<file path="src/fmrt_pkg.sv">
package fmrt_pkg;

    ////////////////////
    // Core sizing
    ////////////////////
    localparam int XLEN            = 32;     // Data word width
    localparam int NUM_HARTS       = 4;      // Must equal pipeline depth
    localparam int HART_ID_W       = 2;
    localparam int SPM_WORDS       = 1024;
    localparam int SPM_ADDR_W      = 10;     // Word address bits
    localparam int HART_CODE_WORDS = 128;    // Code region per hart
    localparam int REG_ADDR_W      = 5;
    localparam int NUM_REGS        = 32;     // GPRs per hart

    ////////////////////
    // Host port
    ////////////////////
    localparam int               AXI_ADDR_W  = 16;
    localparam logic [15:0]      CTRL_ADDR   = 16'h1000;  // Bit 0 starts a run
    localparam logic [15:0]      STATUS_ADDR = 16'h1004;  // Active mask, all-idle
    localparam logic [1:0]       RESP_OKAY   = 2'b00;
    localparam logic [1:0]       RESP_SLVERR = 2'b10;

    ////////////////////
    // RV32I encodings
    ////////////////////
    localparam logic [6:0]  OPC_OP_IMM = 7'b0010011;
    localparam logic [6:0]  OPC_OP     = 7'b0110011;
    localparam logic [6:0]  OPC_LOAD   = 7'b0000011;
    localparam logic [6:0]  OPC_STORE  = 7'b0100011;
    localparam logic [6:0]  OPC_SYSTEM = 7'b1110011;
    localparam logic [31:0] INSN_ECALL = 32'h0000_0073;

    typedef logic [HART_ID_W-1:0]  hart_id_t;
    typedef logic [XLEN-1:0]       word_t;
    typedef logic [SPM_ADDR_W-1:0] spm_addr_t;
    typedef logic [REG_ADDR_W-1:0] reg_addr_t;

    typedef enum logic [3:0] {
        OP_NOP, OP_ADDI, OP_ADD, OP_SUB, OP_AND,
        OP_OR, OP_XOR, OP_LW, OP_SW, OP_ECALL
    } op_e;

    typedef enum logic {HS_IDLE, HS_ACTIVE} hart_state_e;

    typedef struct packed {
        logic      valid;
        hart_id_t  hid;
        word_t     pc;
        word_t     insn;
    } if_id_t;

    typedef struct packed {
        logic      valid;
        hart_id_t  hid;
        op_e       op;
        reg_addr_t rd;
        word_t     opa;      // rs1 value
        word_t     opb;      // rs2 value
        word_t     imm;      // I or S immediate
        word_t     sdata;    // Store data
    } id_ex_t;

    typedef struct packed {
        logic      valid;
        hart_id_t  hid;
        op_e       op;
        reg_addr_t rd;
        word_t     result;   // ALU result or byte address
        word_t     sdata;
    } ex_mem_t;

    typedef struct packed {
        logic      we;
        hart_id_t  hid;
        reg_addr_t rd;
        word_t     data;
    } wb_t;

    typedef struct packed {
        logic      valid;
        logic      write;
        spm_addr_t addr;
        word_t     wdata;
    } spm_req_t;

endpackage
</file>
<file path="src/id_stage.sv">
`timescale 1ns/100ps

module id_stage (
    input  logic                 i_clk,
    input  logic                 i_arst_n,
    input  fmrt_pkg::if_id_t     i_if_id,
    output fmrt_pkg::reg_addr_t  o_rs1_addr,
    output fmrt_pkg::reg_addr_t  o_rs2_addr,
    output fmrt_pkg::hart_id_t   o_rd_hid,      // Bank select for reads
    input  fmrt_pkg::word_t      i_rs1_data,
    input  fmrt_pkg::word_t      i_rs2_data,
    output fmrt_pkg::id_ex_t     o_id_ex,
    output logic                 o_halt,
    output fmrt_pkg::hart_id_t   o_halt_hid
);
    import fmrt_pkg::*;

    word_t      insn;
    logic [6:0] opcode;
    logic [2:0] funct3;
    logic [6:0] funct7;
    op_e        op;
    word_t      imm;

    assign insn       = i_if_id.insn;
    assign opcode     = insn[6:0];
    assign funct3     = insn[14:12];
    assign funct7     = insn[31:25];
    assign o_rs1_addr = insn[19:15];
    assign o_rs2_addr = insn[24:20];
    assign o_rd_hid   = i_if_id.hid;

    ////////////////////
    // Opcode decode
    ////////////////////
    always_comb begin
        op = OP_NOP;                                 // Anything else is a no-op
        case (opcode)
            OPC_OP_IMM: if (funct3 == 3'b000) op = OP_ADDI;
            OPC_OP: begin
                if (funct7 == 7'b0000000) begin
                    case (funct3)
                        3'b000:  op = OP_ADD;
                        3'b100:  op = OP_XOR;
                        3'b110:  op = OP_OR;
                        3'b111:  op = OP_AND;
                        default: op = OP_NOP;
                    endcase
                end else if (funct7 == 7'b0100000 && funct3 == 3'b000) begin
                    op = OP_SUB;
                end
            end
            OPC_LOAD:   if (funct3 == 3'b010) op = OP_LW;
            OPC_STORE:  if (funct3 == 3'b010) op = OP_SW;
            OPC_SYSTEM: if (insn == INSN_ECALL) op = OP_ECALL;
            default:    op = OP_NOP;
        endcase
        if (!i_if_id.valid)
            op = OP_NOP;                             // Bubble
    end

    // S-type for stores, I-type otherwise
    assign imm = (op == OP_SW) ? {{20{insn[31]}}, insn[31:25], insn[11:7]}
                               : {{20{insn[31]}}, insn[31:20]};

    assign o_halt     = (op == OP_ECALL);            // Parks the hart
    assign o_halt_hid = i_if_id.hid;

    always_ff @(posedge i_clk or negedge i_arst_n) begin
        if (!i_arst_n)
            o_id_ex <= '0;
        else
            o_id_ex <= '{valid: i_if_id.valid, hid: i_if_id.hid, op: op,
                         rd: insn[11:7], opa: i_rs1_data, opb: i_rs2_data,
                         imm: imm, sdata: i_rs2_data};
    end

endmodule

</file>
<file path="config.mk">
export PLATFORM = sky130hd
export DESIGN_NAME = id_stage
export DESIGN_NICKNAME = d
export VERILOG_FILES = /design/src/fmrt_pkg.sv /design/src/id_stage.sv
export SDC_FILE = /design/constraint.sdc
export NUM_CORES = 1
export LEC_CHECK = 0
export ABC_AREA = 1
export CAP_MARGIN = 20
export CORE_AREA = 2 2 113 115
export CTS_CLUSTER_SIZE = 30
export DETAILED_ROUTE_END_ITERATION = 8
export DIE_AREA = 0 0 115 117
export DONT_BUFFER_PORTS = 1
export MAX_ROUTING_LAYER = met4
export PLACE_DENSITY_LB_ADDON = 0.15
export SLEW_MARGIN = 40
export SYNTH_ARGS = -nofsm -noshare
export SYNTH_HDL_FRONTEND = slang
export SYNTH_SLANG_ARGS = --single-unit
</file>
<file path="constraint.sdc">
create_clock -name i_clk -period 2 [get_ports i_clk]
set_clock_uncertainty 0.2 [all_clocks]
set_input_delay 0.2 -clock i_clk [delete_from_list [all_inputs] [get_ports i_clk]]
set_output_delay 0.2 -clock i_clk [all_outputs]
set_load 0.01 [all_outputs]
</file>
After elaboration in Yosys (flattened, before gate mapping)
Index checks and enable logic that the tools add are counted.
Storage, ports and cells
  bits in registers: 88
  bits in latches: 0
  RAM bits: 0
  bits in read-only memories: 0
  input port bits: 133
  output and inout bits: 155
  memories kept: 0
Cells by class
  add/sub/neg operators: 0
  multiply operators: 0
  div/mod/pow operators: 0
  order comparisons: 0
  equality and inequality tests: 13
  shift operators: 0
  multiplexer cells: 10
  bitwise logic cells: 0
  reduce and logical (&&, ||, !) cells: 3
Operators with widths (count)
  $eq A32 B7 Y1 const B: 1
  $eq A7 B6 Y1 const B: 3
  $pmux W4 S5: 1
  $mux W4: 4
  $pmux W3 S4: 1
  $eq A3 B3 Y1 const B: 3
  $eq A4 B4 Y1 const B: 2
  $eq A7 B2 Y1 const B: 1
  $eq A7 B5 Y1 const B: 1
  $eq A7 B7 Y1 const B: 1
  $logic_not A7 Y1: 1
  $mux W5: 1
  $eq A3 B2 Y1 const B: 1
  $logic_not A3 Y1: 1
  $mux W3: 1
  $mux W2: 1
  $logic_and A1 B1 Y1: 1
  $mux W1: 1

Longest topological paths before layout
  word-level depth: 8
  mapped depth: 11
  depth with buffers taken out: 11

Least setup slack after synthesis
No wires, ideal clock.
  path kind: input to output
  from: in i_if_id[23] in the netlist's numbering
  to: out o_halt
  arrival: 1082 ps
  path slack: 518 ps
  stages on the path: 8
  cells stage by stage: nor2_1 nand2_1 nor2_2 nand2_2 nor2_2 nand2_2 a21oi_4 and2_1
Between the ends
  word-level cells in the longest chain between the ends: 5
RTL lines
  start: declaration: line id_stage.sv:6  | input fmrt_pkg::if_id_t i_if_id,
  $eq A32 B7 Y1: line id_stage.sv:55  | OPC_SYSTEM: if (insn == INSN_ECALL) op = OP_ECALL;
  $mux W4: line id_stage.sv:55
  $pmux W4 S5: line id_stage.sv:38  | case (opcode)
  $mux W4: line id_stage.sv:58  | if (!i_if_id.valid)
  net op[3]: line id_stage.sv:22  | op_e op;
  $eq A4 B4 Y1: line id_stage.sv:66  | assign o_halt = (op == OP_ECALL);
  end: declaration: line id_stage.sv:13  | output logic o_halt,
The timed path passes the listed nets, and every way through them passes these cells.

Final worst setup path
  from: in i_if_id[66] in the netlist's numbering
  to: out o_halt
Between the ends
  word-level cells in the longest chain between the ends: 2
RTL lines (line)
  $mux W4: id_stage.sv:58
  net op[3]: id_stage.sv:22
  $eq A4 B4 Y1: id_stage.sv:66
The timed path passes the listed nets, and every way through them passes these cells.

==> out/metrics.csv <==
stage,metric,value,unit
status,status,"complete, but fails checks",
status,failing checks,negative hold slack,
finish,Top Registers,o_id_ex: 88 flops,
die,# rows,41,
placement,Placement Setup Slack,265,ps
die,floorplan die height,117,um
pwr,Max VDD drop,287,uV
global_route,grt total ovfl,0,
run,Max-cap violations,0,
clock_network,hold_buf cts,91,
die,die width,115,um
clock_network,CTS buffer count,9,
logic_synthesis,top post-synthesis cells by area,"dfrtp_1 (70%), buf_4 (16%), nand2_1 (2.5%)",
logic_synthesis,Yosys top cell area share,70.0,%
timing,RSZ-0062 raised after global routing,no,
logic_synthesis,Synthesis Warnings,0,
die,full die area,13500,um^2
clock_network,Clock Tree Root,clkbuf_16,
logic_synthesis,"EDFF count, synth",0,
die,Ports,288,
placement,Inst Count DP,325,
logic_synthesis,Post-synth top flop,dfrtp_1,
pwr,LEAKAGE,1.78,nW
critical_path,CP max stage cell,dlygate4sd3_1,
logic_synthesis,Syn Inst Count,240,
timing,"Setup violations, final",0,
logic_synthesis,sequential area share after synthesis,70.0,%
finish,ANT cells,0,
clock_network,Clock transition at path regs,60,ps
global_route,GRT Util Overall,10.9,%
critical_path,"Cell Chain, Critical Path",dlygate4sd3_1 -> o211ai_2 -> a21oi_4 -> and2_1,
finish,Layout Cells excl Fill,432,
logic_synthesis,post-synth top area cell,dfrtp_1,
timing,pin slew with the least headroom to its limit,317,ps
finish,layout cells sized above 1,14.9,%
die,total core area,12300,um^2
logic_synthesis,syn_nets,373,
timing,post-route setup TNS,0,ps
logic_synthesis,Synth cell types,21,
finish,max FFs per register,88,
finish,"Core Util, Final",33.1,%
routing,Final ANT Viol Nets,0,
critical_path,crit path launch,i_if_id[66],
routing,routed wire length,7370,um
logic_synthesis,synthesized area per cell,13.1,um^2
pwr,pwr dens,927,nW/um^2
timing,slew margin rel.,78.8,%
critical_path,Worst Path Arrival,1500,ps
finish,Area Overhead vs Synth,29.3,%
clock_network,clk buf depth,2,
critical_path,CP max FO,8,
critical_path,Setup CP Type,in -> out,
timing,Final Critical Period,1900,ps
logic_synthesis,"Cell Area, Synth",3150,um^2
logic_synthesis,Synth Register Bits,88,
routing,1st-iter DRT viols,72,
timing,final hold vios,88,
timing,crit share post-route,94.9,%
timing,Hold Slack,-640,ps
timing,setup ws final,102,ps
critical_path,Worst path max stage delay,570,ps
critical_path,CP Launch Type,input port,
routing,Routed wire per std cell,17.1,um
routing,DRT Pass-1 Iters,4,
finish,fin nets,410,
placement,Final HPWL DP,5130,um
die,starting density of the core,25.6,%
global_route,initial antenna violation count,0,
routing,via/cell ratio,4.00,
placement,GP Congestion,0.759,
routing,routed via count,1729,
pwr,Pwr Total,3.77,mW
clock_network,Clock Sinks,88,
global_route,global-route wire length before repair,10300,um
timing,f_max,0.527,GHz
min_path,Worst Hold Class,in -> async,
global_route,largest net degree at the start of global routing,89,
global_route,vias in the first global route,1804,
placement,Port Buffers,0,
finish,Largest Register,o_id_ex,
critical_path,"Req. time, crit path",1600,ps
critical_path,critical path endpoint category,output pin,
timing,Max Slew Vio Count,0,
clock_network,Max H-tree Level,3,
logic_synthesis,Async SR Flop Fraction,100,%
clock_network,CTS tree,yes,
routing,DRC,0,
report_power, final:
part	switching, mW	total (mW)	internal [mW]
clock	0.697	1.59	0.895
sequential	0.115	1.98	1.87
combinational	0.0693	0.201	0.132
total	0.881	3.77	2.89
cell families (layout without fill, tap and decap cells):
logic type	Yosys count	after routing	synth area share (%)
compound gates	7	7	1.83
buf+inv	77	119	17.1
flops	88	88	70.0
simple gates	68	68	11.1
per-layer routing:
layer  vias up  part of all wire [%]  global-route usage [%]
met4         0                   1.7                    4.74
met3        11                   9.8                    4.89
met2       125                    53                    17.8
met1       835                    35                    11.5
li1        758                     -                       -
met5         -                     0                       -
worst max-delay path: cells and delay by family:
kind	cells	cell delay (ps)
compound gates	2	470
buf+inv	1	570
simple gates	1	250
cell usage after synthesis, types with 2 or more instances:
cell type and count:
nand2_4 2, inv_1 6, nand3_2 2, nor2_4 2, inv_2 4, a21oi_1 4, nand2_1 21, nand3_1 10
dfrtp_1 88, nor2_1 16, nor2_2 5, and2_1 2, buf_4 66, nand4_1 2, nand2_2 3, nor3_1 2
final cells by class:
type | count | area [um^2]
Fill cell | 1210 | 8240
Sequential cell | 88 | 2200
Timing Repair Buffer | 92 | 931
Multi-Input combinational cell | 75 | 417
Clock buffer | 10 | 239
Tap cell | 150 | 188
Clock inverter | 6 | 50.0
Inverter | 11 | 42.5
per-stage QoR:
stage | hold WS (ps) | area [um^2]
final | -640 | 4070
after floorplan | -296 | 3150
after CTS | -670 | 4060
after global placement | -294 | 2860
after detailed placement | -294 | 2860
after global routing | -674 | 4070
cell usage in the layout (no fill, tap or decap):
cell / n
nor3_2: 3
clkbuf_16: 9
dfrtp_1: 87
o211ai_2: 1
dlygate4sd3_1: 91
nor2_1: 16
nand3_2: 2
inv_2: 4
clkinv_2: 2
nand3_1: 10
and2_1: 2
dfrtp_2: 1
clkinvlp_4: 1
a21oi_1: 4
inv_1: 6
nand4_1: 2
inv_6: 3
a21oi_4: 1
nor2_2: 5
o311ai_0: 1
nand2_2: 3
inv_8: 1
clkbuf_8: 1
nand2_4: 2
nand2_1: 21
buf_12: 1
nor2_4: 2
worst max-delay path by stage:
stage	to	slack [ps]
final	o_halt	100
after global routing	o_halt	30
after CTS	o_halt	30
after detailed placement	o_halt	260
after global placement	o_halt	270
after floorplan	o_halt	520
timing repair:
item,in CTS,in global routing
buffers inserted,0,0
setup endpoints to repair,0,2
hold endpoints to repair,175,88
gates resized for setup,0,2
Note: power is estimated with default switching activity, not from simulation.
