File: src/fmrt_pkg.sv
package fmrt_pkg;

    ////////////////////
    // Core sizing
    ////////////////////
    localparam int XLEN            = 32;     // Data word width
    localparam int NUM_HARTS       = 4;      // Must equal pipeline depth
    localparam int HART_ID_W       = 2;
    localparam int SPM_WORDS       = 1024;
    localparam int SPM_ADDR_W      = 10;     // Word address bits
    localparam int HART_CODE_WORDS = 128;    // Code region per hart
    localparam int REG_ADDR_W      = 5;
    localparam int NUM_REGS        = 32;     // GPRs per hart

    ////////////////////
    // Host port
    ////////////////////
    localparam int               AXI_ADDR_W  = 16;
    localparam logic [15:0]      CTRL_ADDR   = 16'h1000;  // Bit 0 starts a run
    localparam logic [15:0]      STATUS_ADDR = 16'h1004;  // Active mask, all-idle
    localparam logic [1:0]       RESP_OKAY   = 2'b00;
    localparam logic [1:0]       RESP_SLVERR = 2'b10;

    ////////////////////
    // RV32I encodings
    ////////////////////
    localparam logic [6:0]  OPC_OP_IMM = 7'b0010011;
    localparam logic [6:0]  OPC_OP     = 7'b0110011;
    localparam logic [6:0]  OPC_LOAD   = 7'b0000011;
    localparam logic [6:0]  OPC_STORE  = 7'b0100011;
    localparam logic [6:0]  OPC_SYSTEM = 7'b1110011;
    localparam logic [31:0] INSN_ECALL = 32'h0000_0073;

    typedef logic [HART_ID_W-1:0]  hart_id_t;
    typedef logic [XLEN-1:0]       word_t;
    typedef logic [SPM_ADDR_W-1:0] spm_addr_t;
    typedef logic [REG_ADDR_W-1:0] reg_addr_t;

    typedef enum logic [3:0] {
        OP_NOP, OP_ADDI, OP_ADD, OP_SUB, OP_AND,
        OP_OR, OP_XOR, OP_LW, OP_SW, OP_ECALL
    } op_e;

    typedef enum logic {HS_IDLE, HS_ACTIVE} hart_state_e;

    typedef struct packed {
        logic      valid;
        hart_id_t  hid;
        word_t     pc;
        word_t     insn;
    } if_id_t;

    typedef struct packed {
        logic      valid;
        hart_id_t  hid;
        op_e       op;
        reg_addr_t rd;
        word_t     opa;      // rs1 value
        word_t     opb;      // rs2 value
        word_t     imm;      // I or S immediate
        word_t     sdata;    // Store data
    } id_ex_t;

    typedef struct packed {
        logic      valid;
        hart_id_t  hid;
        op_e       op;
        reg_addr_t rd;
        word_t     result;   // ALU result or byte address
        word_t     sdata;
    } ex_mem_t;

    typedef struct packed {
        logic      we;
        hart_id_t  hid;
        reg_addr_t rd;
        word_t     data;
    } wb_t;

    typedef struct packed {
        logic      valid;
        logic      write;
        spm_addr_t addr;
        word_t     wdata;
    } spm_req_t;

endpackage
File: src/axil_host_port.sv
`timescale 1ns/100ps

module axil_host_port (
    input  logic                              i_clk,
    input  logic                              i_arst_n,
    input  logic [fmrt_pkg::AXI_ADDR_W-1:0]   i_awaddr,
    input  logic                              i_awvalid,
    output logic                              o_awready,
    input  fmrt_pkg::word_t                   i_wdata,
    input  logic                              i_wvalid,
    output logic                              o_wready,
    output logic [1:0]                        o_bresp,
    output logic                              o_bvalid,
    input  logic                              i_bready,
    input  logic [fmrt_pkg::AXI_ADDR_W-1:0]   i_araddr,
    input  logic                              i_arvalid,
    output logic                              o_arready,
    output fmrt_pkg::word_t                   o_rdata,
    output logic [1:0]                        o_rresp,
    output logic                              o_rvalid,
    input  logic                              i_rready,
    input  logic [fmrt_pkg::NUM_HARTS-1:0]    i_active_mask,
    output logic                              o_run_pulse,   // One cycle, starts all harts
    output fmrt_pkg::spm_req_t                o_host_req,
    input  fmrt_pkg::word_t                   i_host_rdata
);
    import fmrt_pkg::*;

    logic [AXI_ADDR_W-1:0] awaddr_q, araddr_q;
    word_t                 wdata_q;
    logic                  aw_full_q, w_full_q, ar_full_q;   // Channel captured
    logic                  all_idle, wr_go, rd_go;
    logic                  wr_spm, wr_ctrl, wr_ok;
    logic                  rd_spm, rd_stat, rd_ok;

    assign all_idle = ~|i_active_mask;
    assign wr_go    = aw_full_q && w_full_q;                 // Both halves in hand
    assign rd_go    = ar_full_q && !wr_go;                   // Write wins port B

    // Address decode, SPM is the low 4 KiB
    assign wr_spm  = (awaddr_q[AXI_ADDR_W-1:SPM_ADDR_W+2] == '0);
    assign wr_ctrl = (awaddr_q == CTRL_ADDR);
    assign wr_ok   = (wr_spm && all_idle) || wr_ctrl || (awaddr_q == STATUS_ADDR);
    assign rd_spm  = (araddr_q[AXI_ADDR_W-1:SPM_ADDR_W+2] == '0);
    assign rd_stat = (araddr_q == STATUS_ADDR);
    assign rd_ok   = (rd_spm && all_idle) || rd_stat || (araddr_q == CTRL_ADDR);

    // Back-pressure while a response is pending
    assign o_awready = !aw_full_q && !o_bvalid;
    assign o_wready  = !w_full_q && !o_bvalid;
    assign o_arready = !ar_full_q && !o_rvalid;

    always_comb begin
        o_host_req = '0;
        if (wr_go) begin
            o_host_req.valid = wr_spm && all_idle;   // Blocked while running
            o_host_req.write = 1'b1;
            o_host_req.addr  = awaddr_q[SPM_ADDR_W+1:2];
            o_host_req.wdata = wdata_q;
        end else if (rd_go) begin
            o_host_req.valid = rd_spm && all_idle;
            o_host_req.addr  = araddr_q[SPM_ADDR_W+1:2];
        end
    end

    always_ff @(posedge i_clk or negedge i_arst_n) begin
        if (!i_arst_n) begin
            aw_full_q   <= 1'b0;
            w_full_q    <= 1'b0;
            ar_full_q   <= 1'b0;
            o_bvalid    <= 1'b0;
            o_rvalid    <= 1'b0;
            o_run_pulse <= 1'b0;
        end else begin
            o_run_pulse <= wr_go && wr_ctrl && wdata_q[0] && all_idle;
            if (o_awready && i_awvalid) aw_full_q <= 1'b1;
            if (o_wready && i_wvalid)   w_full_q  <= 1'b1;
            if (o_arready && i_arvalid) ar_full_q <= 1'b1;
            if (wr_go) begin
                aw_full_q <= 1'b0;
                w_full_q  <= 1'b0;
                o_bvalid  <= 1'b1;
            end else if (i_bready) begin
                o_bvalid  <= 1'b0;
            end
            if (rd_go) begin
                ar_full_q <= 1'b0;
                o_rvalid  <= 1'b1;                   // Two cycles after AR
            end else if (i_rready) begin
                o_rvalid  <= 1'b0;
            end
        end
    end

    always_ff @(posedge i_clk) begin
        if (o_awready && i_awvalid) awaddr_q <= i_awaddr;
        if (o_wready && i_wvalid)   wdata_q  <= i_wdata;
        if (o_arready && i_arvalid) araddr_q <= i_araddr;
        if (wr_go) o_bresp <= wr_ok ? RESP_OKAY : RESP_SLVERR;
        if (rd_go) begin
            o_rresp <= rd_ok ? RESP_OKAY : RESP_SLVERR;
            if (rd_stat)
                o_rdata <= {{(XLEN-NUM_HARTS-1){1'b0}}, all_idle, i_active_mask};
            else if (rd_spm && all_idle)
                o_rdata <= i_host_rdata;
            else
                o_rdata <= '0;
        end
    end

    a_bvalid_hold: assert property (@(posedge i_clk) disable iff (!i_arst_n)
        o_bvalid && !i_bready |=> o_bvalid && $stable(o_bresp));

endmodule

File: config.mk
export PLATFORM = sky130hd
export DESIGN_NAME = axil_host_port
export DESIGN_NICKNAME = d
export VERILOG_FILES = /design/src/fmrt_pkg.sv /design/src/axil_host_port.sv
export SDC_FILE = /design/constraint.sdc
export NUM_CORES = 1
export LEC_CHECK = 0
export BUFFER_PORTS_ARGS = -buffer_cell sky130_fd_sc_hd__buf_2
export CORE_MARGIN = 3
export CORE_UTILIZATION = 46
export DETAILED_ROUTE_END_ITERATION = 12
export GPL_TIMING_DRIVEN = 1
export MAX_ROUTING_LAYER = met4
export PLACE_DENSITY = 0.8
export SYNTH_ARGS = -nofsm -noshare
export SYNTH_HDL_FRONTEND = slang
export SYNTH_SLANG_ARGS = --single-unit
export TNS_END_PERCENT = 1
File: constraint.sdc
create_clock -name i_clk -period 2.15 [get_ports i_clk]
set_input_delay 0.3225 -clock i_clk [delete_from_list [all_inputs] [get_ports i_clk]]
set_output_delay 0.3225 -clock i_clk [all_outputs]
set_load 0.02 [all_outputs]
Yosys cells after proc, flatten, opt, wreduce, memory -nomap -nowiden
Cells that the tools add are included.
{"block": "totals", "word_cells": 71, "register_bits": 106, "input_bits": 107, "out_inout_bits": 86}
{"block": "classes", "reduce_logical": 33, "n_bitwise": 1, "n_mux": 20, "eq_ne": 4}
{"operator": "16-bit by 13-bit equality test with 1-bit output (second input constant)", "count": 4}
{"operator": "32-bit 2-to-1 mux", "count": 1}
{"operator": "10-bit 2-to-1 mux", "count": 2}
{"operator": "1-bit logical AND", "count": 13}
{"operator": "1-bit 2-to-1 mux", "count": 13}
{"operator": "5-bit 2-to-1 mux", "count": 2}
{"operator": "2-bit nonzero test", "count": 5}
{"operator": "4-bit zero test", "count": 2}
{"operator": "1-bit zero test", "count": 7}
{"operator": "1-bit logical OR", "count": 4}
{"operator": "2-bit 2-to-1 mux", "count": 2}
{"operator": "4-bit OR reduction", "count": 1}
{"operator": "2-bit OR reduction", "count": 1}
{"operator": "1-bit inverter", "count": 1}

Depth between registers and ports, before layout
{"block": "logic_depth", "ltp_word": 6, "depth_mapped": 5}

Worst setup path after synthesis
Ideal clock, no wire load.
{"block": "synth_path", "path_type": "flip-flop to flip-flop", "start": "register o_bvalid", "end": "register wdata_q[0], enable pin", "stages_incl_launch_ff": 3, "n_path_buf": 0, "path_slack_ns": 0.051, "arrival_time_ns": 1.706, "period_less_slack_ns": 2.099, "setup_time_ns": 0.393, "path_cell_list": "dfrtp_1 -> nor2_1 -> and2_1"}
{"block": "synth_between", "elab_chain_cells": 3}
{"item": "from (decl)", "line": "axil_host_port.sv:13", "text": "output logic o_bvalid,"}
{"item": "from (signal assigned)", "line": "axil_host_port.sv:71", "text": "o_bvalid <= 1'b0;"}
{"item": "from (signal assigned)", "line": "axil_host_port.sv:82", "text": "o_bvalid <= 1'b1;"}
{"item": "from (signal assigned)", "line": "axil_host_port.sv:84", "text": "o_bvalid <= 1'b0;"}
{"item": "1-bit zero test", "line": "axil_host_port.sv:50", "text": "assign o_wready = !w_full_q && !o_bvalid;"}
{"item": "1-bit logical AND", "line": "axil_host_port.sv:50"}
{"item": "net o_wready", "line": "axil_host_port.sv:11", "text": "output logic o_wready,"}
{"item": "1-bit logical AND", "line": "axil_host_port.sv:97", "text": "if (o_wready && i_wvalid) wdata_q <= i_wdata;"}
{"item": "to (signal assigned)", "line": "axil_host_port.sv:97"}
{"item": "to (decl)", "line": "axil_host_port.sv:30", "text": "word_t wdata_q;"}
The timed path passes the listed nets, and every way through them passes these cells.
A chain may end at the register's enable or synchronous reset.

==> flow_summary.toml <==
[run_status]
outcome = "finished with violations"
violations = "setup timing"

[floorplan]
die-area_um2 = 9880
ioPinCount = 193
rows = 33
design.core.area_um2 = 8340
die_y_um = 99.4
die_w_um = 99.4
initial_core_util = 0.481

[clocking]
clock_latency_ns = 0.35
clk_pin_slew_ns = 0.10
cts_max_level = 3
cts_buffer_depth = 2
cts-root-buf = "clkbuf_8"
cts_made_buffers = 9
cts.sinks = 104
cts_tree = "yes"

[worst_hold_path]
hp-class = "input port to flip-flop"
holdPathStages = 1

[cells_and_area]
finalInstanceArea_um2 = 5360
syn2layout_area_growth_pct = 33.5
nets = 560
drive_gt1_frac = 0.513
num_antenna_cells = 0

[sta]
max_freq_ghz = 0.446
period_share = 1.04
clock_skew_ns = 0.0144
period_minus_slack_ns = 2.24
fin_ws_ns = -0.0930
rsz0062_at_grt = "yes"
setup_viol = 1
slew_violations = 0
hold_viol_final = 0

[critical_path]
worstSetupEndpointType = "primary output"
cp.arrival_ns = 1.92
crit_cells = 4
crit_buf_inv = 1
slowest_stage = "or4b_4"
cp_slowest_stage_delay_ns = 0.49
worstPathRequired_ns = 1.83
critPathMaxFanout = 2
start_kind = "flip-flop"
worstSetupPathType = "flip-flop to primary output"
cp_top_family = "simple AND/OR/NAND/NOR gates"
worst-r2r-cell-count = 3
worstPathCellList = "or3_4, or4b_4, a21oi_2, buf_6"

[place]
gp_congestion = 0.801
placedInstanceArea_um2 = 5110
portBuffers = 190
hpwl_mm = 7.11
place_ws_ns = 0.215

[drt]
ant_nets = 0
vias_per_cell = 4.99
wl_per_cell_um = 16.9
drtIter0Drc = 110
wl_mm = 9.49
vias = 2810
drc_errors = 0
dr.pass1.iters = 4

[power]
p_leak_nw = 2.49
finalPower_mw = 6.37
power-per-cell-area_nw_per_um2 = 1190
p_comb_frac = 0.334
switching_share = 0.351
intPower_mw = 4.13
ir_drop_uv = 517
p_sw_mw = 2.23
clkPwrFrac = 0.199
pwr-share-seq = 0.467

[logic_synthesis]
synthArstFlopShare = 0.0577
ys.flop_type = "edfxtp_1"
synthTopCellsByCount = "edfxtp_1, and3_1, and2_1, nand2_1, nand3_1"
yosysWarnings = 0
synth_edf_count = 98
ys_types = 31
syn_area_um2 = 4010
synthTopCellsByArea = "edfxtp_1, and3_1, and2_1"
post-synth-top-area-cell = "edfxtp_1"
synth_most_common_cell = "edfxtp_1"
synth_top_area_share = 0.733
ys_seq_area_frac = 0.771
ys_ff_latch = 104
syn_inst = 254
syn_avg_cell_area_um2 = 15.8

[grt]
grt.overflow.total = 0
grt_pass1_wl_mm = 14.4
antenna_found_initial = 0
grtUsageTotal = 0.197
grt_pass1_vias = 2821
grt_max_degree = 36

[run]
maxCapViolCount = 0
cell usage in the layout, fill, tap and decap left out, types with 2 or more instances in the layout:
cell type   Yosys  final
buf_2           0    189
edfxtp_1       98     98
and3_1         33     33
and2_1         24     24
nand2_1        21     21
nand3_1        10     10
clkbuf_8        0      9
buf_4           3      9
and2_2          7      7
nor2_1          6      6
dfrtp_1         6      6
inv_1           5      5
a22o_2          5      5
nor4_1          3      3
a21o_1          3      3
or4_4           2      2
o21ai_0         2      2
conb_1          1      2
clkinvlp_4      0      2
bufinv_16       0      2
buf_12          0      2
path summary, 6_finish.rpt:
check	from	endpoint	slack [ns]
hold / removal	i_araddr[2]	araddr_q[2]	0.14
hold reg to reg	o_rvalid	o_rvalid	0.52
setup reg to reg	araddr_q[5]	o_rdata[0]	0.37
max in group asynchronous	i_arst_n	aw_full_q	1.64
min in group asynchronous	i_arst_n	o_bvalid	0.34
setup / recovery	araddr_q[13]	o_host_req[43]	-0.09
kinds of logic (layout without fill, tap and decap cells):
| group | Yosys count | in the layout | share of synthesized area |
|---|---|---|---|
| AND/OR/NAND/NOR | 117 | 117 | 0.178 |
| flip-flops | 104 | 104 | 0.771 |
| buffers and inverters | 20 | 223 | 0.0271 |
| AO/OA/AOI/OAI | 12 | 12 | 0.0237 |
| other | 1 | 2 | 0.000934 |
power by group through the flow:
stage / sequential, mW / combinational [mW] / clock, mW
floorplan: 3.27 / 1.02 / 0
global placement: 2.99 / 2.10 / 0
detailed placement: 3.02 / 2.13 / 0
CTS: 2.98 / 2.15 / 1.30
global route: 3.02 / 2.29 / 1.40
finish: 2.97 / 2.13 / 1.27
stage by stage:
| step | util | hold WS [ns] | setup TNS, ns | std cells |
|---|---|---|---|---|
| after global routing | 0.642 | 0.110 | -0.174 | 563 |
| after CTS | 0.642 | 0.119 | -0.128 | 563 |
| after floorplan | - | 0.0269 | 0 | 255 |
| final | 0.642 | 0.137 | -0.0930 | 563 |
| after detailed placement | 0.613 | 0.178 | 0 | 545 |
| after global placement | 0.613 | 0.177 | 0 | 545 |
worst register-to-register path, stage by stage (launching register included):
cell and delay, ns:
edfxtp_1 0.40, or4_4 0.59, nor4_4 0.46, a22o_2 0.23
layout make-up:
cell class | count | area [µm²]
flip-flops and latches | 104 | 3090
fillers | 641 | 2980
repair buffers | 202 | 1070
multi-input cells | 131 | 828
well taps | 105 | 131
clock buffers | 10 | 128
clock inverters | 6 | 83.8
inverters | 5 | 18.8
state kept, by name (all words and copies together), names as in the netlist:
name         cells
ar_full_q        1
awaddr_q        16
o_bresp          1
araddr_q        16
o_rdata         32
aw_full_q        1
o_run_pulse      1
wdata_q         32
w_full_q         1
o_bvalid         1
o_rresp          1
o_rvalid         1
routing by layer:
layer  wire length (µm)  GRT usage
met5                  0          -
met1               3650      0.231
met2               4880      0.331
met4                248     0.0903
met3                717     0.0351
timing repair:
item / in CTS / in global routing
hold buffers: 1 / 0
gates resized for setup: 4 / 1
pin swaps: 2 / 1
hold endpoints to repair: 6 / 0
setup buffers: 1 / 0
setup endpoints to repair: 1 / 1
(Power assumes the default switching activity.)
