**src/fmrt_pkg.sv**
```systemverilog
package fmrt_pkg;

    ////////////////////
    // Core sizing
    ////////////////////
    localparam int XLEN            = 32;     // Data word width
    localparam int NUM_HARTS       = 4;      // Must equal pipeline depth
    localparam int HART_ID_W       = 2;
    localparam int SPM_WORDS       = 1024;
    localparam int SPM_ADDR_W      = 10;     // Word address bits
    localparam int HART_CODE_WORDS = 128;    // Code region per hart
    localparam int REG_ADDR_W      = 5;
    localparam int NUM_REGS        = 32;     // GPRs per hart

    ////////////////////
    // Host port
    ////////////////////
    localparam int               AXI_ADDR_W  = 16;
    localparam logic [15:0]      CTRL_ADDR   = 16'h1000;  // Bit 0 starts a run
    localparam logic [15:0]      STATUS_ADDR = 16'h1004;  // Active mask, all-idle
    localparam logic [1:0]       RESP_OKAY   = 2'b00;
    localparam logic [1:0]       RESP_SLVERR = 2'b10;

    ////////////////////
    // RV32I encodings
    ////////////////////
    localparam logic [6:0]  OPC_OP_IMM = 7'b0010011;
    localparam logic [6:0]  OPC_OP     = 7'b0110011;
    localparam logic [6:0]  OPC_LOAD   = 7'b0000011;
    localparam logic [6:0]  OPC_STORE  = 7'b0100011;
    localparam logic [6:0]  OPC_SYSTEM = 7'b1110011;
    localparam logic [31:0] INSN_ECALL = 32'h0000_0073;

    typedef logic [HART_ID_W-1:0]  hart_id_t;
    typedef logic [XLEN-1:0]       word_t;
    typedef logic [SPM_ADDR_W-1:0] spm_addr_t;
    typedef logic [REG_ADDR_W-1:0] reg_addr_t;

    typedef enum logic [3:0] {
        OP_NOP, OP_ADDI, OP_ADD, OP_SUB, OP_AND,
        OP_OR, OP_XOR, OP_LW, OP_SW, OP_ECALL
    } op_e;

    typedef enum logic {HS_IDLE, HS_ACTIVE} hart_state_e;

    typedef struct packed {
        logic      valid;
        hart_id_t  hid;
        word_t     pc;
        word_t     insn;
    } if_id_t;

    typedef struct packed {
        logic      valid;
        hart_id_t  hid;
        op_e       op;
        reg_addr_t rd;
        word_t     opa;      // rs1 value
        word_t     opb;      // rs2 value
        word_t     imm;      // I or S immediate
        word_t     sdata;    // Store data
    } id_ex_t;

    typedef struct packed {
        logic      valid;
        hart_id_t  hid;
        op_e       op;
        reg_addr_t rd;
        word_t     result;   // ALU result or byte address
        word_t     sdata;
    } ex_mem_t;

    typedef struct packed {
        logic      we;
        hart_id_t  hid;
        reg_addr_t rd;
        word_t     data;
    } wb_t;

    typedef struct packed {
        logic      valid;
        logic      write;
        spm_addr_t addr;
        word_t     wdata;
    } spm_req_t;

endpackage
```
**src/mem_stage.sv**
```systemverilog
`timescale 1ns/100ps

module mem_stage (
    input  fmrt_pkg::ex_mem_t   i_ex_mem,
    output fmrt_pkg::spm_req_t  o_mem_req,     // To SPM port B
    input  fmrt_pkg::word_t     i_b_rdata,
    output fmrt_pkg::wb_t       o_wb
);
    import fmrt_pkg::*;

    logic is_mem, is_alu;

    assign is_mem = i_ex_mem.valid && (i_ex_mem.op == OP_LW || i_ex_mem.op == OP_SW);
    assign is_alu = i_ex_mem.valid && (i_ex_mem.op inside {OP_ADDI, OP_ADD, OP_SUB,
                                                           OP_AND, OP_OR, OP_XOR});

    assign o_mem_req = '{valid: is_mem,
                         write: (i_ex_mem.op == OP_SW),
                         addr:  i_ex_mem.result[SPM_ADDR_W+1:2],   // Byte to word
                         wdata: i_ex_mem.sdata};

    // Load data or ALU result, no write to x0
    assign o_wb = '{we:   (is_alu || (is_mem && i_ex_mem.op == OP_LW)) && i_ex_mem.rd != '0,
                    hid:  i_ex_mem.hid,
                    rd:   i_ex_mem.rd,
                    data: (i_ex_mem.op == OP_LW) ? i_b_rdata : i_ex_mem.result};

    always_comb begin
        if (is_mem)
            a_word_aligned: assert (i_ex_mem.result[1:0] == 2'b00)
                else $error("misaligned LW/SW address %h", i_ex_mem.result);
    end

endmodule

```
**config.mk**
```make
export PLATFORM = sky130hd
export DESIGN_NAME = mem_stage
export DESIGN_NICKNAME = d
export VERILOG_FILES = /design/src/fmrt_pkg.sv /design/src/mem_stage.sv
export SDC_FILE = /design/constraint.sdc
export NUM_CORES = 1
export LEC_CHECK = 0
export BUFFER_PORTS_ARGS = -buffer_cell sky130_fd_sc_hd__buf_4
export CORE_AREA = 5 5 72 74
export DETAILED_ROUTE_END_ITERATION = 7
export DIE_AREA = 0 0 77 79
export PLACE_DENSITY = 0.74
export SLEW_MARGIN = 20
export SYNTH_ARGS = -nofsm -noshare
export SYNTH_HDL_FRONTEND = slang
export SYNTH_SLANG_ARGS = --single-unit
```
**constraint.sdc**
```tcl
create_clock -name vclk -period 1.5
set_input_delay 0.15 -clock vclk [all_inputs]
set_output_delay 0.15 -clock vclk [all_outputs]
set_load 0.01 [all_outputs]
```
# Word level (Yosys, flattened, before mapping)
# Cells that the tools add are included.
classes:
  reduce_logical: 8
  muxes: 1
  eq_ne: 8
op_table:
  columns: ["cell", "count"]
  rows:
  - ["two-way mux 32 bit", 1]
  - ["equality test 4 x 3 -> 1 bit (second input constant)", 4]
  - ["equality test 4 x 2 -> 1 bit (second input constant)", 2]
  - ["nonzero test 6 bit", 1]
  - ["nonzero test 5 bit", 1]
  - ["equality test 4 x 1 -> 1 bit (second input constant)", 1]
  - ["equality test 4 bit (second input constant)", 1]
  - ["logical AND 1 bit", 4]
  - ["logical OR 1 bit", 2]
totals:
  wordCells: 17
  inputBits: 108
  ff_bits: 0
  out_inout_bits: 84

# Logic depth before layout (Yosys ltp)
# Gate-level depths: netlist of run 1.
logic_depth:
  depth_word: 6
  ltp_mapped: 4
  ltp_nobuf: 2

# Least setup slack after synthesis of run 1
# Ideal clock, no wire load.
synth_path:
  kind: "input-to-output"
  start: "input i_ex_mem[70] (netlist bit)"
  end: "output o_mem_req[43] (netlist bit)"
  t_arrival_ns: 0.953
  setup_slack_ns: 0.397
  cell_stages: 3
  n_path_buf: 1
  t_required_ns: 1.350
  cell_sequence: "or4b_1 a21oi_1 buf_4"
synth_between:
  elab_chain_cells: 3
  elab_cells_between_ends: 4
  cone_classes: "eq/ne: 2; reduce/logical: 2"
synth_rtl:
  columns: ["item", "line_no", "rtl"]
  rows:
  - ["from (decl)", "mem_stage.sv:4", "input fmrt_pkg::ex_mem_t i_ex_mem,"]
  - ["equality test 4 x 3 -> 1 bit or equality test 4 bit (tied branches)", "mem_stage.sv:13", "assign is_mem = i_ex_mem.valid && (i_ex_mem.op == OP_LW || i_ex_mem.op == OP_SW);"]
  - ["logical OR 1 bit *", "mem_stage.sv:13", null]
  - ["logical AND 1 bit *", "mem_stage.sv:13", null]
  - ["to (decl)", "mem_stage.sv:5", "output fmrt_pkg::spm_req_t o_mem_req,"]
# Mark *: on every way between the ends. The rest lies on a longest branch, timed or not.

==> metrics.md, run 1 <==
| Metric | Value |
|---|---|
| Outcome | `finished clean` |
| Most common cell after layout, fill and taps aside | `buf_4` |
| Drc violations | `0` |
| YS warnings | `0` |
| Sequential cells | `0` |
| Leak | `0.937 nW` |
| FF+latch area | `0 sq um` |
| DR vias | `865` |
| Area grow syn2layout | `64.2%` |
| Detailed Route WL | `3240 microns` |
| First-pass GRT wire length | `4380 microns` |
| 1st-iter DRT viols | `6` |
| Final Cycle Share | `88.1%` |
| Largest net degree at the start of global routing | `34` |
| Clk_buf instances | `0` |
| Share of post-route cells with drive strength above 1 | `95.2%` |
| Vias in the first global route | `860` |
| Routed Antenna Nets | `0` |
| Critical path arrival | `1.17 ns` |
| Initial antenna violation count | `0` |
| WL per Instance | `14.7 microns` |
| Yosys cell types | `11` |
| Hold crit path type | `input pin to primary output` |
| Chip height | `79 microns` |
| Final Slew Violations | `0` |
| Final WS setup | `0.179 ns` |
| IO Pins | `192` |
| Setup violations, final | `0` |
| RSZ-0062 raised after global routing | `no` |
| Initial Util | `20.9%` |
| Post-CTS setup buffer count | `0` |
| Cell chain of the critical path | `buf_4, or4b_1, a21oi_1, buf_4` |
| Die Wd | `77 microns` |
| Setup_tns | `0 ns` |
| GPL Wtd Cong | `0.669` |
| I/O Buffers | `124` |
| Pre-CTS WS | `0.166 ns` |
| Syn Inst Count | `94` |
| Worst setup EP type | `primary output` |
| Crit Path Class | `input pin to primary output` |
| Die Area | `6080 sq um` |
| Mean post-synth cell area | `10.1 sq um` |
| Seq/Total Area, Yosys | `0%` |
| Antenna Cells | `0` |
| Syn_nets | `202` |
| Total GRT Usage | `8.60%` |
| Worst-margin pin slew | `0.347 ns` |
| Max-cap violations | `0` |
| Layout net count | `276` |
| Worst vdd ir | `0.0783 mV` |
| Cts repair resizes | `0` |
| CP max stage cell | `or4b_1` |
| Most used cell, CP | `buf_4` |
| Critical Path RT | `1.35 ns` |
| Most frequent cells in the layout | `buf_4 (124), mux2_4 (29), mux2_2 (3), inv_1 (3)` |
| Worst setup SP type | `input pin` |
| Row count | `25` |
| DRT Pass-1 Iters | `2` |
| Fmax | `0.757 GHz` |
| Hold Fails Final Rpt | `0` |
| Global route overflow | `0` |
| Area of the core | `4540 sq um` |
| Cts hold-fix bufs | `0` |
| Slowest cell delay on critical path | `0.54 ns` |
| DR vias/cell | `3.93` |
| Bufs and invs on worst path | `2` |
| Cell Area, Synth | `948 sq um` |
| Min Tclk post-route | `1.32 ns` |
| CP Max Fanout | `3` |
| Rel. slew slack | `76.2%` |
| Delay-heaviest family, CP | `simple AND/OR/NAND/NOR gates` |
| PD cells | `281 nW/um^2` |
## worst paths after layout
path                      from             to  slack (ns)  depth (start not counted)
setup / recovery  i_ex_mem[70]  o_mem_req[43]        0.18                          4
hold / removal    i_ex_mem[13]  o_mem_req[13]        0.30                          0
## layout make-up
cell class	count	area, sq um
inverter	3	11.3
tap	54	67.6
fill	454	2980
timing repair buffer	125	951
multi-input combinational	38	528
## synthesized netlist by cell type
cell | number | area (sq um)
buf_6 | 3 | 33.8
mux2_2 | 3 | 33.8
nor4_1 | 1 | 6.26
or4b_1 | 1 | 10.0
buf_4 | 50 | 375
nor3_1 | 1 | 5.00
inv_1 | 3 | 11.3
a21oi_1 | 1 | 5.00
nand4b_4 | 1 | 23.8
mux2_4 | 29 | 435
a2111oi_0 | 1 | 8.76
## report_power, final
group / internal [W] / switching [W] / total, W
combinational: 0.000297 / 0.000141 / 0.000438
sequential: 0 / 0 / 0
clock: 0 / 0 / 0
## routing by layer
layer | up-vias | part of all wire, % | GRT usage [%]
li1 | 416 | - | -
met1 | 376 | 33 | 9.05
met2 | 67 | 53 | 15.9
met3 | 6 | 14 | 4.31
met4 | 0 | 0.52 | 0.859
met5 | - | 0 | 0
## cells by family after synthesis
family	count (synthesis)	synth area share, %
buf+inv	56	44.3
mux	32	49.5
simple gates	4	4.75
compound gates	2	1.45
## metrics by stage
stage	utilization (%)	cells	total power (W)	hold slack [ns]	instance area, sq um
after floorplan	-	94	0.000279	0.375	948
after global placement	34.3	220	0.000440	0.300	1560
after detailed placement	34.3	220	0.000445	0.300	1560
after CTS	34.3	220	0.000445	0.300	1560
after global routing	34.3	220	0.000468	0.300	1560
final	34.3	220	0.000438	0.300	1560
No activity file was read; power rests on OpenSTA's default activity.
==> run 2: changes to the inputs <==
- RECOVER_POWER: not set -> 50
==> run 2 against run 1 <==
Compared with the run above: maximum frequency is essentially flat; routed wire length grew 0.34%; hold slack is the same; first-iteration DRC count is the same; power shrank 2.0%; critical endpoint unchanged; largest power group unchanged.
==> metrics.md, run 2 (synthesis gave the netlist of run 1 again) <==
| Metric | Value |
|---|---|
| Global route overflow | `0 (unchanged)` |
| Hold Fails Final Rpt | `0 (unchanged)` |
| FF+latch area | `0 sq um (unchanged)` |
| IO Pins | `192 (unchanged)` |
| Switching Share | `32.8% (was 32.1%)` |
| Layout net count | `276 (unchanged)` |
| 1st-iter DRT viols | `6 (unchanged)` |
| GPL Wtd Cong | `0.669 (unchanged)` |
| Detailed Route WL | `3250 microns (was 3240 microns)` |
| Worst setup SP type | `input pin (unchanged)` |
| Die Wd | `77 microns (unchanged)` |
| Area grow syn2layout | `61.1% (was 64.2%)` |
| Worst setup EP type | `primary output (unchanged)` |
| Leak | `0.908 nW (was 0.937 nW)` |
| Fmax | `0.757 GHz (about the same)` |
| Cts repair resizes | `0 (unchanged)` |
| Worst vdd ir | `0.0776 mV (was 0.0783 mV)` |
| Most frequent cells in the layout | `buf_4 (116), mux2_4 (29), clkbuf_1 (8) (was buf_4 (124), mux2_4 (29), mux2_2 (3), inv_1 (3))` |
| Final Slew Violations | `0 (unchanged)` |
| Crit Path Class | `input pin to primary output (unchanged)` |
| Final WS setup | `0.179 ns (about the same)` |
| Max-cap violations | `0 (unchanged)` |
| Setup_tns | `0 ns (unchanged)` |
| Most common cell after layout, fill and taps aside | `buf_4 (unchanged)` |
| Rel. slew slack | `76.2% (unchanged)` |
| Chip height | `79 microns (unchanged)` |
| Min Tclk post-route | `1.32 ns (about the same)` |
| Pre-CTS WS | `0.166 ns (unchanged)` |
| Initial Util | `20.9% (unchanged)` |
| I/O Buffers | `124 (unchanged)` |
| Initial antenna violation count | `0 (unchanged)` |
| Area of the core | `4540 sq um (unchanged)` |
| Cell Area, Placed | `1560 sq um (unchanged)` |
| PD cells | `281 nW/um^2 (about the same)` |
| RSZ-0062 raised after global routing | `no (unchanged)` |
| DR vias | `865 (unchanged)` |
| Vias in the first global route | `860 (unchanged)` |
| DRT Pass-1 Iters | `3 (was 2)` |
| Critical Path RT | `1.35 ns (about the same)` |
| Clock share of power | `0% (about the same)` |
| Largest net degree at the start of global routing | `34 (unchanged)` |
| Die Area | `6080 sq um (unchanged)` |
| Final Cycle Share | `88.1% (about the same)` |
| DR vias/cell | `3.93 (unchanged)` |
| Outcome | `finished clean (unchanged)` |
| Hold crit path type | `input pin to primary output (unchanged)` |
| Logic pwr share | `100.0% (about the same)` |
| Row count | `25 (unchanged)` |
| Drc violations | `0 (unchanged)` |
| Fin area | `1530 sq um (was 1560 sq um)` |
| Antenna Cells | `0 (unchanged)` |
| Cts hold-fix bufs | `0 (unchanged)` |
| Worst-margin pin slew | `0.347 ns (unchanged)` |
| Share of post-route cells with drive strength above 1 | `90.4% (was 95.2%)` |
| Internal | `0.000288 W (was 0.000297 W)` |
| Total GRT Usage | `8.60% (unchanged)` |
| First-pass GRT wire length | `4380 microns (unchanged)` |
| WL per Instance | `14.8 microns (was 14.7 microns)` |
| NetSw | `0.000141 W (about the same)` |
| Critical path arrival | `1.17 ns (about the same)` |
| Routed Antenna Nets | `0 (unchanged)` |
| Sequential cells | `0 (unchanged)` |
| Setup violations, final | `0 (unchanged)` |
| Filler instances | `468 (was 454)` |
| Post-CTS setup buffer count | `0 (unchanged)` |
| Sequential share of power | `0% (about the same)` |
| Fin Hold WS | `0.300 ns (unchanged)` |
| CP Max Fanout | `3 (unchanged)` |
| Clk_buf instances | `0 (unchanged)` |
run 2: power groups by stage:
stage                     logic [W]  clock network, W  registers [W]
after global placement     0.000440                 0              0
after detailed placement   0.000445                 0              0
after global routing       0.000458                 0              0
after CTS                  0.000445                 0              0
final                      0.000429                 0              0
after floorplan            0.000279                 0              0
run 2: area by class of cell:
| cell class | instances | area (sq um) | share of cell area (%) |
|---|---|---|---|
| repair buffers | 125 | 921 | 60.3 |
| multi-input cells | 38 | 528 | 34.6 |
| well taps | 54 | 67.6 | 4.42 |
| inverters | 3 | 11.3 | 0.737 |
run 2: final timing paths:
check         start  cells after the start       endpoint
min    i_ex_mem[13]                      0  o_mem_req[13]
max    i_ex_mem[70]                      4  o_mem_req[43]
run 2: per-stage QoR:
step / util [%] / total power, W / std cells
final: 33.7 / 0.000429 / 220
after global routing: 33.7 / 0.000458 / 220
after CTS: 34.3 / 0.000445 / 220
after detailed placement: 34.3 / 0.000445 / 220
after global placement: 34.3 / 0.000440 / 220
after floorplan: - / 0.000279 / 94
run 2: layer usage:
| layer | track usage [%] | wire length, microns | vias up |
|---|---|---|---|
| met1 | 9.05 | 1080 | 376 |
| met5 | 0 | 0 | - |
| met4 | 0.859 | 17 | 0 |
| met3 | 4.31 | 442 | 6 |
| li1 | - | - | 416 |
| met2 | 15.9 | 1710 | 67 |
run 2: worst max-delay path, cell delays in order:
cell	delay [ns]
buf_4	0.13
or4b_1	0.54
a21oi_1	0.21
buf_4	0.15
